## src/icache_settings.svh

```systemverilog
// cache geometry is fixed at one word per line; tag width and line count derive from the rest
`ifndef ICACHE_SETTINGS_SVH
`define ICACHE_SETTINGS_SVH

// fetch address and instruction word width
`define ICACHE_ADDR_W 32

// 128 direct-mapped lines
`define ICACHE_INDEX_W 7

// byte offset inside the single-word line
`define ICACHE_OFFSET_W 2

// whatever is left above index and offset
`define ICACHE_TAG_W (`ICACHE_ADDR_W - `ICACHE_INDEX_W - `ICACHE_OFFSET_W)

// one line per index value
`define ICACHE_LINES (1 << `ICACHE_INDEX_W)

// top nibble selects the address region
`define ICACHE_REGION_W 4

// fetches from this region always go to memory
`define ICACHE_UNCACHED_REGION 4'hA

`endif

```

## src/icache_pkg.sv

```systemverilog
// shared types only; field widths come from the settings header and must sum to the address width
`include "icache_settings.svh"

package icache_pkg;

  // line view of a fetch address
  typedef struct packed {
    logic [`ICACHE_TAG_W-1:0]    tag;
    logic [`ICACHE_INDEX_W-1:0]  index;
    logic [`ICACHE_OFFSET_W-1:0] offset;
  } line_view_t;

  // region view, used for the bypass decision
  typedef struct packed {
    logic [`ICACHE_REGION_W-1:0]                 region;
    logic [`ICACHE_ADDR_W-`ICACHE_REGION_W-1:0] rest;
  } region_view_t;

  // one address, decoded two ways
  typedef union packed {
    line_view_t   line;
    region_view_t map;
  } fetch_addr_u;

  // controller FSM
  typedef enum logic [2:0] {
    ST_IDLE     = 3'd0,
    ST_LOOKUP   = 3'd1,
    ST_REFILL   = 3'd2,
    ST_UNCACHED = 3'd3
  } ctrl_state_e;

endpackage

```

## src/line_access_if.sv

```systemverilog
// arrays read combinationally at the held address; fill_en is a single-cycle write to both arrays
`timescale 1ns/1ns
`include "icache_settings.svh"

interface line_access_if;

  // registered fetch address from the controller
  icache_pkg::fetch_addr_u addr;

  // line fields seen by the arrays
  logic [`ICACHE_INDEX_W-1:0] index;
  logic [`ICACHE_TAG_W-1:0]   tag;

  // fill pulse and the word to store
  logic                       fill_en;
  logic [`ICACHE_ADDR_W-1:0]  fill_data;

  // lookup results
  logic                       hit;
  logic [`ICACHE_ADDR_W-1:0]  rd_data;

  // index and tag always follow the held address
  assign index = addr.line.index;
  assign tag   = addr.line.tag;

  modport ctrl (output addr, fill_en, fill_data, input hit, rd_data);

  modport tag_side (input index, tag, fill_en, output hit);

  modport data_side (input index, fill_en, fill_data, output rd_data);

endinterface

```

## src/icache_ctrl.sv

```systemverilog
// one fetch in flight; requester holds address and valid until the data-valid pulse
`timescale 1ns/1ns
`include "icache_settings.svh"

module icache_ctrl (
  input  logic                      clk,
  input  logic                      rst,
  // fetch side
  input  logic [`ICACHE_ADDR_W-1:0] fetch_addr_i,
  input  logic                      fetch_valid_i,
  output logic [`ICACHE_ADDR_W-1:0] fetch_data_o,
  output logic                      fetch_data_valid_o,
  // memory read port
  output logic [`ICACHE_ADDR_W-1:0] mem_araddr_o,
  output logic                      mem_arvalid_o,
  input  logic                      mem_arready_i,
  input  logic                      mem_rvalid_i,
  input  logic [`ICACHE_ADDR_W-1:0] mem_rdata_i,
  output logic                      mem_rready_o,
  // arrays
  line_access_if.ctrl               la
);

  icache_pkg::ctrl_state_e state_q;

  // held fetch address
  icache_pkg::fetch_addr_u addr_q;

  // result word and its pulse
  logic [`ICACHE_ADDR_W-1:0] data_q;
  logic                      data_valid_q;

  // fill pulse, same cycle as the data-valid pulse
  logic                      fill_q;

  logic                      accept;
  logic                      uncached;
  logic                      rd_take;
  logic [`ICACHE_ADDR_W-1:0] line_addr;

  // no new fetch during the result pulse
  // the requester still shows the old request in that cycle
  assign accept = (state_q == icache_pkg::ST_IDLE) && fetch_valid_i && !data_valid_q;

  // bypass decided from the region view
  assign uncached = (addr_q.map.region == `ICACHE_UNCACHED_REGION);

  // word address of the line, offset cleared
  assign line_addr = {addr_q.line.tag, addr_q.line.index, {`ICACHE_OFFSET_W{1'b0}}};

  // response counts only once the address is taken, same cycle allowed
  assign rd_take = mem_rvalid_i && mem_rready_o && (!mem_arvalid_o || mem_arready_i);

  // control state
  always_ff @(posedge clk) begin
    if (rst) begin
      state_q       <= icache_pkg::ST_IDLE;
      mem_arvalid_o <= 1'b0;
      mem_rready_o  <= 1'b0;
      data_valid_q  <= 1'b0;
      fill_q        <= 1'b0;
    end else begin
      // both pulses last one cycle
      data_valid_q <= 1'b0;
      fill_q       <= 1'b0;
      case (state_q)
        icache_pkg::ST_IDLE: begin
          if (accept) begin
            state_q <= icache_pkg::ST_LOOKUP;
          end
        end
        icache_pkg::ST_LOOKUP: begin
          if (uncached) begin
            // uncached wins even over a stray tag match
            state_q       <= icache_pkg::ST_UNCACHED;
            mem_arvalid_o <= 1'b1;
            mem_rready_o  <= 1'b1;
          end else if (la.hit) begin
            state_q      <= icache_pkg::ST_IDLE;
            data_valid_q <= 1'b1;
          end else begin
            state_q       <= icache_pkg::ST_REFILL;
            mem_arvalid_o <= 1'b1;
            mem_rready_o  <= 1'b1;
          end
        end
        icache_pkg::ST_REFILL, icache_pkg::ST_UNCACHED: begin
          // address phase ends on arready
          if (mem_arvalid_o && mem_arready_i) begin
            mem_arvalid_o <= 1'b0;
          end
          if (rd_take) begin
            mem_rready_o  <= 1'b0;
            data_valid_q  <= 1'b1;
            // only cached misses write the arrays
            fill_q        <= (state_q == icache_pkg::ST_REFILL);
            state_q       <= icache_pkg::ST_IDLE;
          end
        end
        default: begin
          state_q <= icache_pkg::ST_IDLE;
        end
      endcase
    end
  end

  // address and data registers
  always_ff @(posedge clk) begin
    if (accept) begin
      addr_q <= fetch_addr_i;
    end
    if (state_q == icache_pkg::ST_LOOKUP) begin
      // exact address for bypass, line-aligned for refill
      mem_araddr_o <= uncached ? addr_q : line_addr;
      if (la.hit && !uncached) begin
        data_q <= la.rd_data;
      end
    end
    if (rd_take) begin
      data_q <= mem_rdata_i;
    end
  end

  // result path
  assign fetch_data_o       = data_q;
  assign fetch_data_valid_o = data_valid_q;

  // arrays see the held address and the returned word
  assign la.addr      = addr_q;
  assign la.fill_en   = fill_q;
  assign la.fill_data = data_q;

  // request must not move while waiting for arready
  a_araddr_stable : assert property (
    @(posedge clk) disable iff (rst)
    mem_arvalid_o && !mem_arready_i |=> mem_arvalid_o && $stable(mem_araddr_o)
  ) else $error("read request changed before acceptance");

  // one pulse per access
  a_single_pulse : assert property (
    @(posedge clk) disable iff (rst)
    fetch_data_valid_o |=> !fetch_data_valid_o
  ) else $error("fetch data valid held for two cycles");

  // bypassed words never reach the arrays
  a_no_uncached_fill : assert property (
    @(posedge clk) disable iff (rst)
    la.fill_en |-> !uncached
  ) else $error("fill for an uncached address");

endmodule

```

## src/flat_wrapper.sv

```systemverilog
// flat-port wrapper written by rule: the top's interface ports become plain ports
module icache_ctrl_flat 
  (clk, rst, fetch_addr_i, fetch_valid_i, fetch_data_o, fetch_data_valid_o, mem_araddr_o, mem_arvalid_o, mem_arready_i, mem_rvalid_i, mem_rdata_i, mem_rready_o, la_addr, la_fill_en, la_fill_data, la_hit, la_rd_data);
  line_access_if la_i ();
  input  logic clk;
  input  logic rst;
  input  logic [`ICACHE_ADDR_W-1:0] fetch_addr_i;
  input  logic fetch_valid_i;
  output logic [`ICACHE_ADDR_W-1:0] fetch_data_o;
  output logic fetch_data_valid_o;
  output logic [`ICACHE_ADDR_W-1:0] mem_araddr_o;
  output logic mem_arvalid_o;
  input  logic mem_arready_i;
  input  logic mem_rvalid_i;
  input  logic [`ICACHE_ADDR_W-1:0] mem_rdata_i;
  output logic mem_rready_o;
  output wire logic [$bits(la_i.addr)-1:0] la_addr;
  output wire logic [$bits(la_i.fill_en)-1:0] la_fill_en;
  output wire logic [$bits(la_i.fill_data)-1:0] la_fill_data;
  input wire logic [$bits(la_i.hit)-1:0] la_hit;
  input wire logic [$bits(la_i.rd_data)-1:0] la_rd_data;
  assign la_addr = la_i.addr;
  assign la_fill_en = la_i.fill_en;
  assign la_fill_data = la_i.fill_data;
  assign la_i.hit = la_hit;
  assign la_i.rd_data = la_rd_data;
  icache_ctrl u_core (.clk(clk), .rst(rst), .fetch_addr_i(fetch_addr_i), .fetch_valid_i(fetch_valid_i), .fetch_data_o(fetch_data_o), .fetch_data_valid_o(fetch_data_valid_o), .mem_araddr_o(mem_araddr_o), .mem_arvalid_o(mem_arvalid_o), .mem_arready_i(mem_arready_i), .mem_rvalid_i(mem_rvalid_i), .mem_rdata_i(mem_rdata_i), .mem_rready_o(mem_rready_o), .la(la_i));
endmodule
```

## config.mk

```make
export PLATFORM = sky130hd
export DESIGN_NAME = icache_ctrl_flat
export DESIGN_NICKNAME = d
export VERILOG_FILES = /design/src/icache_pkg.sv /design/src/line_access_if.sv /design/src/icache_ctrl.sv /design/src/flat_wrapper.sv
export VERILOG_INCLUDE_DIRS = /design/src /design/src/src
export SDC_FILE = /design/constraint.sdc
export NUM_CORES = 1
export LEC_CHECK = 0
export BUFFER_PORTS_ARGS = -buffer_cell sky130_fd_sc_hd__buf_4
export CAP_MARGIN = 15
export CORE_MARGIN = 10
export CORE_UTILIZATION = 25
export CTS_BUF_LIST = sky130_fd_sc_hd__clkbuf_16
export DETAILED_ROUTE_END_ITERATION = 7
export HOLD_SLACK_MARGIN = 0.12
export PLACE_DENSITY = 0.53
export SLEW_MARGIN = 30
export SYNTH_ARGS = -nofsm -noshare
export SYNTH_HDL_FRONTEND = slang
export SYNTH_SLANG_ARGS = --single-unit
```

## constraint.sdc

```tcl
create_clock -name clk -period 5.8 [get_ports clk]
set_input_delay 0.29 -clock clk [delete_from_list [all_inputs] [get_ports clk]]
set_output_delay 0.29 -clock clk [all_outputs]
set_load 0.05 [all_outputs]
```

== Word-level counts from Yosys, hierarchy flattened ==
Cells that the tools add are included.

* Memories kept: 0
* Bits in latches: 0
* Word-level logic and storage cells: 57
* ROM bits: 0
* Bits in registers: 103
* Output and inout port bits: 132
* Bits in writable memories: 0

* Bitwise operators: 2
* Multipliers: 0
* Multiplexer cells: 18
* Shift-type cells: 0
* Add/sub/neg operators: 0
* Reduce and logical (&&, ||, !) cells: 20
* Magnitude comparators: 0
* Divide/modulo/power cells: 0
* Equal/unequal tests: 8

{| class="wikitable"
|+ Operators with widths
! operator !! count
|-
| 32-bit two-way mux || 3
|-
| 3-bit two-way mux || 3
|-
| 3-bit one-hot mux with 3 select lines || 1
|-
| 1-bit two-way mux || 7
|-
| 3-bit by 2-bit equality test with 1-bit output (second input constant) || 2
|-
| 1-bit logical AND || 6
|-
| 2-bit by 1-bit != test with 1-bit output (second input constant) || 3
|-
| 1-bit one-hot mux with 2 select lines || 3
|-
| 3-bit AND reduction || 2
|-
| 2-bit nonzero test || 3
|-
| 4-bit equality test (second input constant) || 1
|-
| 2-bit AND reduction || 2
|-
| 3-bit by 1-bit equality test with 1-bit output (second input constant) || 1
|-
| 1-bit logical NOT || 3
|-
| 3-bit logical NOT || 1
|-
| 3-bit by 2-bit != test with 1-bit output (second input constant) || 1
|-
| 3-bit OR reduction || 1
|-
| 2-bit two-way mux || 1
|-
| 1-bit NOT || 2
|-
| 2-bit OR reduction || 1
|-
| 1-bit logical OR || 1
|}

== Depth between registers and ports, before layout ==
Gate-level depths: netlist of run 1.

* Depth after elaboration: 6
* Gate-level depth with buffers: 5

== Worst setup path before layout of run 1 ==
Ideal clock, no wire load.

* Path type: reg-to-reg
* From: register u_core.data_valid_q (netlist: u_core.fetch_data_valid_o)
* To: register u_core.addr_q (netlist bit u_core.la.addr[0]) (enable)
* Data required time: 5283 ps
* Cell stages (with the launch flop): 2
* Path slack: 1317 ps
* Clock period less this slack: 4483 ps
* Data arrival time: 3966 ps
* Cell sequence: dfxtp_1 nor4b_1

* Longest elaborated chain between the ends: 2

{| class="wikitable"
|+ RTL lines
! element !! RTL line !! RTL
|-
| start, declared || icache_ctrl.sv:31 || <nowiki>logic data_valid_q;</nowiki>
|-
| start signal, assigned || icache_ctrl.sv:60 || <nowiki>data_valid_q <= 1'b0;</nowiki>
|-
| start signal, assigned || icache_ctrl.sv:64 || <nowiki>data_valid_q <= 1'b0;</nowiki>
|-
| start signal, assigned || icache_ctrl.sv:80 || <nowiki>data_valid_q <= 1'b1;</nowiki>
|-
| 1-bit logical NOT || icache_ctrl.sv:43 || <nowiki>assign accept = (state_q == icache_pkg::ST_IDLE) && fetch_valid_i && !data_valid_q;</nowiki>
|-
| 1-bit logical AND || icache_ctrl.sv:43 ||
|-
| via u_core.accept || icache_ctrl.sv:36 || <nowiki>logic accept;</nowiki>
|-
| end signal, assigned || icache_ctrl.sv:110 || <nowiki>addr_q <= fetch_addr_i;</nowiki>
|-
| end, declared || icache_ctrl.sv:27 || <nowiki>icache_pkg::fetch_addr_u addr_q;</nowiki>
|}

The timed path passes the listed nets, and every way through them passes these cells.
A chain may end at the register's enable or synchronous reset.

== Worst setup path after layout of run 1 ==
* From: register u_core.state_q[0]
* To: register u_core.data_q[22] (netlist: u_core.fetch_data_o[22]) (enable)

* Longest elaborated chain between the ends: 3

{| class="wikitable"
|+ RTL lines
! element !! RTL line !! RTL
|-
| start, declared || icache_ctrl.sv:24 || <nowiki>icache_pkg::ctrl_state_e state_q;</nowiki>
|-
| start signal, assigned || icache_ctrl.sv:57 || <nowiki>state_q <= icache_pkg::ST_IDLE;</nowiki>
|-
| start signal, assigned || icache_ctrl.sv:69 || <nowiki>state_q <= icache_pkg::ST_LOOKUP;</nowiki>
|-
| start signal, assigned || icache_ctrl.sv:75 || <nowiki>state_q <= icache_pkg::ST_UNCACHED;</nowiki>
|-
| 3-bit by 1-bit equality test with 1-bit output || icache_ctrl.sv:112 || <nowiki>if (state_q == icache_pkg::ST_LOOKUP) begin</nowiki>
|-
| 2-bit nonzero test (no source line) || - ||
|-
| 2-bit AND reduction (no source line) || - ||
|-
| end signal, assigned || icache_ctrl.sv:116 || <nowiki>data_q <= la.rd_data;</nowiki>
|-
| end signal, assigned || icache_ctrl.sv:120 || <nowiki>data_q <= mem_rdata_i;</nowiki>
|-
| end, declared || icache_ctrl.sv:30 || <nowiki>logic [`ICACHE_ADDR_W-1:0] data_q;</nowiki>
|}

No other way between the ends.

==> summary by stage, run 1 <==
Timing
Measured against its own limit, the worst slew margin works out to 57.0%. The minimum clock period after layout is 1.87 ns. Setup repair after global routing left no endpoint under its margin. The number of endpoints with negative hold slack in the final report came to 0. The final-layout setup total negative slack is 0 ns.

The final max-slew violation count came to 0. The maximum clock frequency is 535 MHz. Dividing the final minimum period by the clock period gives 32.2%. The worst clock skew is 0.00726 ns. The setup-violating endpoint count in the final report is 0. The transition time of the tightest slew-check pin is 0.644 ns.

CTS
The CTS H-tree depth is 3. In this run the deepest clock path goes through 2 buffers. For this design, the sink count on the clock tree is 102. CTS placed an instance of sky130_fd_sc_hd__clkbuf_16 at the clock tree root. The clock latency on the worst-skew pair is 0.35 ns.

TritonCTS built the clock tree. After clock tree synthesis, the clock-pin slew on the worst setup and hold paths is 0.07 ns. The number of gates resized after CTS is 0. The clock buffer count from CTS is 9.

Synthesis
Sorting the synthesized cells by how often they occur yields 96 x sky130_fd_sc_hd__edfxtp_1, 32 x sky130_fd_sc_hd__buf_4, 29 x sky130_fd_sc_hd__mux2_4, 6 x sky130_fd_sc_hd__a21oi_1, 6 x sky130_fd_sc_hd__dfxtp_1. The number of warning messages in the yosys log is 0. Sorting the synthesized cells by area gives the leading types as sky130_fd_sc_hd__edfxtp_1 73%, sky130_fd_sc_hd__mux2_4 11%, sky130_fd_sc_hd__buf_4 6.1%. The cell accounting for the most synthesized area is sky130_fd_sc_hd__edfxtp_1. The share of the synthesized area in the top cell type is 73.1%. The fraction of registers with async set/reset is 0%. Among all flip-flop cells after synthesis, the most frequent one is sky130_fd_sc_hd__edfxtp_1.

After synthesis the netlist holds a flip-flop and latch count of 102. The number of instances in the synthesized netlist is 196. The cell area that synthesis handed to floorplanning was 3940 um^2. The count of different cell masters after synthesis is 23. The share of synthesized area occupied by flip-flops and latches is 76.1%. The net count after synthesis is 298. The most instantiated library cell after synthesis is sky130_fd_sc_hd__edfxtp_1.

Yosys mapped a number of flops with a built-in enable equal to 96. Averaged over all synthesized cells, the footprint is 20.1 um^2.

Die
The die height is 146 um. The die covers 21200 um^2. The initial utilization of the core area, before any placement, comes to 25.8%. The floorplan has 45 rows.

The core footprint is 15300 um^2. The chip width is 146 um. During I/O placement, the number of pins put on the boundary was 234.

Drt
The DRC violation count after routing is 0. Wires add up to 12300 um. The initial DRC count is 102. The detailed router placed 2520 vias in this run.

The first TritonRoute pass finished after 3 iterations. After detailed routing, the average wire length per cell comes to 18.7 um. The via count normalized by instance count is 3.85. The final antenna-violating net count is 0.

Flow run
The number of maximum-capacitance violations is 0.

Worst setup path
For this run, the slowest stage of the critical path takes 0.45 ns. The critical path launch point is u_core.state_q[0]. Setup slack on the worst reg-to-reg path comes out at 3.93 ns. The data required time at the worst endpoint is 5.79 ns. The slowest stage of the critical path belongs to the cell sky130_fd_sc_hd__nor2b_4. The launch point of the worst reg-to-reg path is u_core.state_q[0]. The endpoint class of the critical path is a flip-flop. Along the worst path, the maximum fanout reaches 32. The startpoint class of the critical path is a flip-flop. The critical path in this run is classified as flip-flop to flip-flop. Walking the worst path, the cells encountered are nor2b_4 -> nand3b_1 -> nand2_1 -> buf_4. The arrival time of data at the critical path endpoint is 1.86 ns.

GRT
The largest net degree at the start of global routing is 36. The via count of the first global-routing pass is 2943. Global routing used 11.2% of the available tracks. The wire length of the first global-routing pass is 18000 um.

The final global-route overflow total is 0. The initial antenna violation count is 0.

Placed design
The half-perimeter wire length of the detailed placement result is 9700 um. Buffers placed on the I/O ports in this run total 233. At the end of routability-driven placement, the weighted congestion stood at 0.780.

Pwr
The leakage power total is 2.71 nW. Power spread over the standard cell area amounts to 302 nW/um^2. After layout, the design draws a total of 0.00191 W. The maximum vdd drop is 136 uV.

Cells and area
The repair_antennas step left the layout with diodes totalling 0. Cells with a size suffix above 1 make up 65.5% of the layout. For this run, the post-layout net count is 541. The layout has 1450 filler cells. The growth of design area from synthesis to finish is 60.3%.

Worst hold path
The path class of the lowest-slack min-delay path is primary input to flip-flop. The startpoint identified for the worst hold timing path is rst.

Status
The flow ran to the end, and the final reports show no timing, DRC or antenna violations.
[area by class of cell]
class / instances / area (um^2) / share of cell area [%]
Clock buffer: 9 / 225 / 3.56
Clock inverter: 7 / 73.8 / 1.17
Inverter: 2 / 7.51 / 0.119
Multi-Input combinational cell: 56 / 638 / 10.1
Sequential cell: 102 / 3000 / 47.5
Tap cell: 211 / 264 / 4.17
Timing Repair Buffer: 268 / 2110 / 33.4
[critical path, delay by kind of cell, from the launching register on]
kind	cells	cell delay [ns]
simple gates	3	0.72
buf+inv	1	0.37
flops	1	0.39
[kinds of logic after synthesis]
kind of cell,share of synthesized area (%)
AND/OR/NAND/NOR,2.47
multiplexers,11.9
buffers and inverters,8.09
flip-flops,76.1
AO/OA/AOI/OAI,1.40
[path summary, 6_finish.rpt]
path	cells past startpoint	end
setup reg to reg	4	u_core.fetch_data_o[22]
hold / removal	2	u_core.state_q[0]
setup / recovery	4	u_core.fetch_data_o[22]
hold reg to reg	0	u_core.mem_araddr_o[3]
[per-layer routing]
layer / vias to the layer above / track usage [%] / part of all wire, %
met1: 1216 / 10.8 / 35
met3: 19 / 2.76 / 4.3
met4: 0 / 5.36 / 2.6
li1: 1197 / - / -
met2: 88 / 21.5 / 58
met5: - / 0 / 0
[state kept, by name, summed over array words and instances, names as in the netlist]
name	flops
u_core.la.fill_en	1
u_core.mem_araddr_o	32
u_core.fetch_data_o	32
u_core.fetch_data_valid_o	1
u_core.state_q	2
u_core.la.addr	32
u_core.mem_arvalid_o	1
u_core.mem_rready_o	1
[metrics by stage]
step | util (%) | setup slack (ns) | instances | hold slack [ns] | cell area (um^2)
4_1_cts | 41.1 | 3.42 | 654 | 0.122 | 6300
5_1_grt | 41.3 | 3.75 | 655 | 0.131 | 6320
3_5_place_dp | 37.1 | 3.43 | 606 | 0.436 | 5680
6_report | 41.3 | 3.93 | 655 | 0.144 | 6320
3_3_place_gp | 37.1 | 3.42 | 606 | 0.433 | 5670
2_1_floorplan | - | 1.32 | 196 | 0.359 | 3940
[power by group]
group	leakage (nW)	internal (W)	total, W	switching, W
Combinational	1.62	0.000153	0.000418	0.000266
Sequential	0.945	0.000866	0.000889	0.0000236
Clock	0.141	0.000306	0.000601	0.000295
Total	2.71	0.00132	0.00191	0.000584
[what timing repair did]
action | CTS | global route
setup buffers | 0 | 0
endpoints found under the hold margin | 32 | 0
hold buffers | 32 | 0
[cell usage in the layout, fill, tap and decap left out]
cell / Yosys / routed
sky130_fd_sc_hd__edfxtp_1: 96 / 96
sky130_fd_sc_hd__nor3_1: 1 / 1
sky130_fd_sc_hd__buf_4: 32 / 235
sky130_fd_sc_hd__inv_6: 0 / 1
sky130_fd_sc_hd__nand2_1: 3 / 3
sky130_fd_sc_hd__o31ai_1: 1 / 1
sky130_fd_sc_hd__clkbuf_16: 0 / 9
sky130_fd_sc_hd__nor2b_4: 1 / 2
sky130_fd_sc_hd__buf_16: 0 / 1
sky130_fd_sc_hd__mux2_2: 3 / 3
sky130_fd_sc_hd__nand3b_1: 1 / 1
sky130_fd_sc_hd__inv_8: 0 / 3
sky130_fd_sc_hd__o211ai_1: 1 / 1
sky130_fd_sc_hd__clkinv_8: 0 / 1
sky130_fd_sc_hd__and2_1: 2 / 2
sky130_fd_sc_hd__dlygate4sd3_1: 0 / 32
sky130_fd_sc_hd__or3_2: 1 / 1
sky130_fd_sc_hd__clkinvlp_4: 0 / 2
sky130_fd_sc_hd__nand2_2: 1 / 1
sky130_fd_sc_hd__nor4b_2: 0 / 1
sky130_fd_sc_hd__or2_4: 0 / 1
sky130_fd_sc_hd__o21ai_0: 2 / 2
sky130_fd_sc_hd__mux2_4: 29 / 29
sky130_fd_sc_hd__a21oi_1: 6 / 6
sky130_fd_sc_hd__and4bb_2: 1 / 1
sky130_fd_sc_hd__inv_1: 2 / 2
sky130_fd_sc_hd__dfxtp_1: 6 / 6
No activity file was read; power rests on OpenSTA's default activity.
==> run 2, diff against run 1 <==
Settings changed: PLACE_DENSITY 0.53 to 0.55.
Clock period 5.8 ns to 1.7 ns, I/O delays scaled along.
==> run 2 against run 1 <==
Clock-buffer cell count did not move. Global-route usage rose by 0.60 points. Sequential share of layout area fell by 4.8 points. Hold slack improved by 0.0043 ns. Non-clock buffer count rose by 67. Sequential power rose to 3.4 times the previous value. Highest routed layer unchanged.
==> summary by stage, run 2 (synthesis results as in run 1) <==
Status
The flow ran to the end, and the final reports show no timing, DRC or antenna violations.

Cells and area
The layout filler cell count is 1369 (-5.6%). The top cell types in the final layout, fill and taps aside, are 233 x sky130_fd_sc_hd__buf_4, 98 x sky130_fd_sc_hd__dlygate4sd3_1, 96 x sky130_fd_sc_hd__edfxtp_1, 29 x sky130_fd_sc_hd__mux2_4, 9 x sky130_fd_sc_hd__clkbuf_16. The area occupied by multi-input gates is 652 um^2 (+2.2%).

The library cell used most frequently in the layout, excluding fill and tap cells, is sky130_fd_sc_hd__buf_4. The final net count is 608 (+12%). The register cell area after layout came to 3010 um^2 (+0.21%). The fraction of final layout cells sized beyond drive strength 1 was 57.7% (-7.8 points).

Compared with the post-synthesis result, the final layout area differs by 78.8%.

Worst setup path
The worst reg2reg path depth is 4 (unchanged). The largest stage delay on the critical path is 0.53 ns (+0.08 ns). The worst setup path is captured at a flip-flop.

The arrival time of data at the critical path endpoint was 1.68 ns (-0.18 ns). The data required time at the worst endpoint is 1.80 ns (-3.99 ns). Walking the worst path, the cells encountered are dlygate4sd3_1 -> buf_4 -> nor2b_4 -> or2_2 -> buf_12 -> mux2_2. The largest driver fanout on the critical path is 33 (+3.1%). The setup path with the least slack is of type primary input to flip-flop. The slowest stage of the critical path belongs to the cell sky130_fd_sc_hd__dlygate4sd3_1. STA classifies the critical path startpoint as a primary input. The flop-to-flop setup slack is 0.12 ns (-3.81 ns).

Pwr
The power density normalized to cell area came to 955 nW/um^2 (+220%). The leakage power total is 3.01 nW (+11%). The maximum vdd drop is 426 uV (+210%).

GRT
The initial antenna violation count came to 2 (+2). The largest net degree at the start of global routing was 35 (-2.8%). The total track usage is 11.8% (+0.60 points). The via count of the first global-routing pass came to 3153 (+7.1%). The wire length of the first global-routing pass was 19000 um (+5.8%).

The final global-route overflow total is 0 (unchanged).

Die
The core footprint is 15300 um^2 (unchanged). The initial core utilization is 25.8% (unchanged). The row count came to 45 (unchanged). The number of ports placed on the die boundary was 234 (unchanged).

The chip width is 146 um (unchanged). The die height is 146 um (unchanged). The area of the die is 21200 um^2 (unchanged).

Drt
The DRC violation count after routing is 0 (unchanged). The via count normalized by instance count came to 3.81 (-0.88%). The number of optimization iterations in the first detailed-route pass is 4 (+1). The wire length per cell came to 18.1 um (-3.6%). The initial DRC count is 98 (-3.9%). The sum of routed wire length over all layers is 13100 um (+6.5%).

The total via count after detailed routing is 2761 (+9.6%). The final antenna-violating net count is 0 (unchanged).

Timing
The final-layout setup total negative slack is 0 ns (unchanged). The number of endpoints with negative hold slack in the final report is 0 (unchanged). The smallest clock period supported by the final layout is computed as 1.58 ns. The worst clock skew came to 0.00534 ns (-0.00192 ns).

The final max-slew violation count came to 0 (unchanged). The transition time of the tightest slew-check pin is 0.439 ns (-0.205 ns). The setup slack of the critical path after layout is 0.119 ns (-3.81 ns).

The setup-violating endpoint count in the final report is 0 (unchanged). Of the available clock period, the critical path in the final layout requires 93.0%. Timing would allow up to 633 MHz.

Setup repair after global routing left no endpoint under its margin. The worst relative slew slack was 70.4% (+13 points).

Flow run
The number of maximum-capacitance violations is 0 (unchanged).

CTS
The maximum clock path buffer count is 2 (unchanged). TritonCTS built the clock tree. The clock latency on the worst-skew pair is 0.35 ns (about the same).

The number of buffers added for setup after CTS is 0 (unchanged). The clock sink total came to 102 (unchanged). The clock edge transition at the registers on the reported setup and hold paths is 0.07 ns (about the same). The clock buffer count from CTS is 9 (unchanged). The CTS H-tree depth is 3 (unchanged). In this run the clock root is driven by a sky130_fd_sc_hd__clkbuf_16.

Placed design
The number of buffers inserted by port buffering was 233 (unchanged). The minimum setup slack after placement was 0.115 ns (-3.32 ns). The routability congestion estimate is 0.739 (-5.2%). The half-perimeter wire length of the detailed placement result is 9700 um (about the same).

Worst hold path
The hold path depth is 4 (+2). The path class of the lowest-slack min-delay path is primary input to flip-flop.
run 2: changes by cell type in the layout (fill, tap and decap cells not counted), sizes merged:
cell and change:
inv -1, dlygate4sd3 +66, diode +2, buf +1, bufinv +1
run 2: timing repair:
| action | in CTS | in global routing |
|---|---|---|
| endpoints found under the hold margin | 70 | 0 |
| hold buffers | 98 | 0 |
| resized for setup | 0 | 0 |
run 2: power breakdown:
| group | internal [W] | switching (W) |
|---|---|---|
| logic | 0.000634 | 0.000942 |
| clock network | 0.00116 | 0.000967 |
| registers | 0.00295 | 0.0000797 |
run 2: routing by layer:
| metal | global-route usage (%) | routed length, um |
|---|---|---|
| met3 | 3.04 | 476 |
| met4 | 5.71 | 314 |
| met2 | 22.7 | 7710 |
| met5 | 0 | 0 |
| met1 | 11.2 | 4570 |
run 2: through the flow:
step	cells	total power, W	hold WS, ns	utilization [%]	instance area (um^2)
after detailed placement	608	0.00449	0.264	37.6	5760
after floorplan	196	0.00397	0.144	-	3980
after CTS	722	0.00685	0.126	46.0	7050
after global routing	724	0.00699	0.149	46.1	7050
final	724	0.00674	0.148	46.1	7050
after global placement	608	0.00447	0.264	37.6	5760
run 2: worst max-delay path: cells and delay by family:
kind	cells	cell delay, ns
buf+inv	3	0.92
mux	1	0.37
simple gates	2	0.27
run 2: final timing paths:
kind	from	endpoint
worst max register to register	u_core.mem_arvalid_o	u_core.fetch_data_o[12]
worst max-delay path	mem_arready_i	u_core.fetch_data_o[25]
worst min register to register	u_core.la.addr[5]	u_core.mem_araddr_o[5]
worst min-delay path	mem_rvalid_i	u_core.state_q[1]
run 2: cell type report:
class                   instances  area share, %
diodes                          2         0.0710
inverters                       2          0.106
clock buffers                   9           3.19
repair buffers                335           39.8
flip-flops and latches        102           42.7
well taps                     211           3.74
clock inverters                 7           1.14
multi-input cells              56           9.24
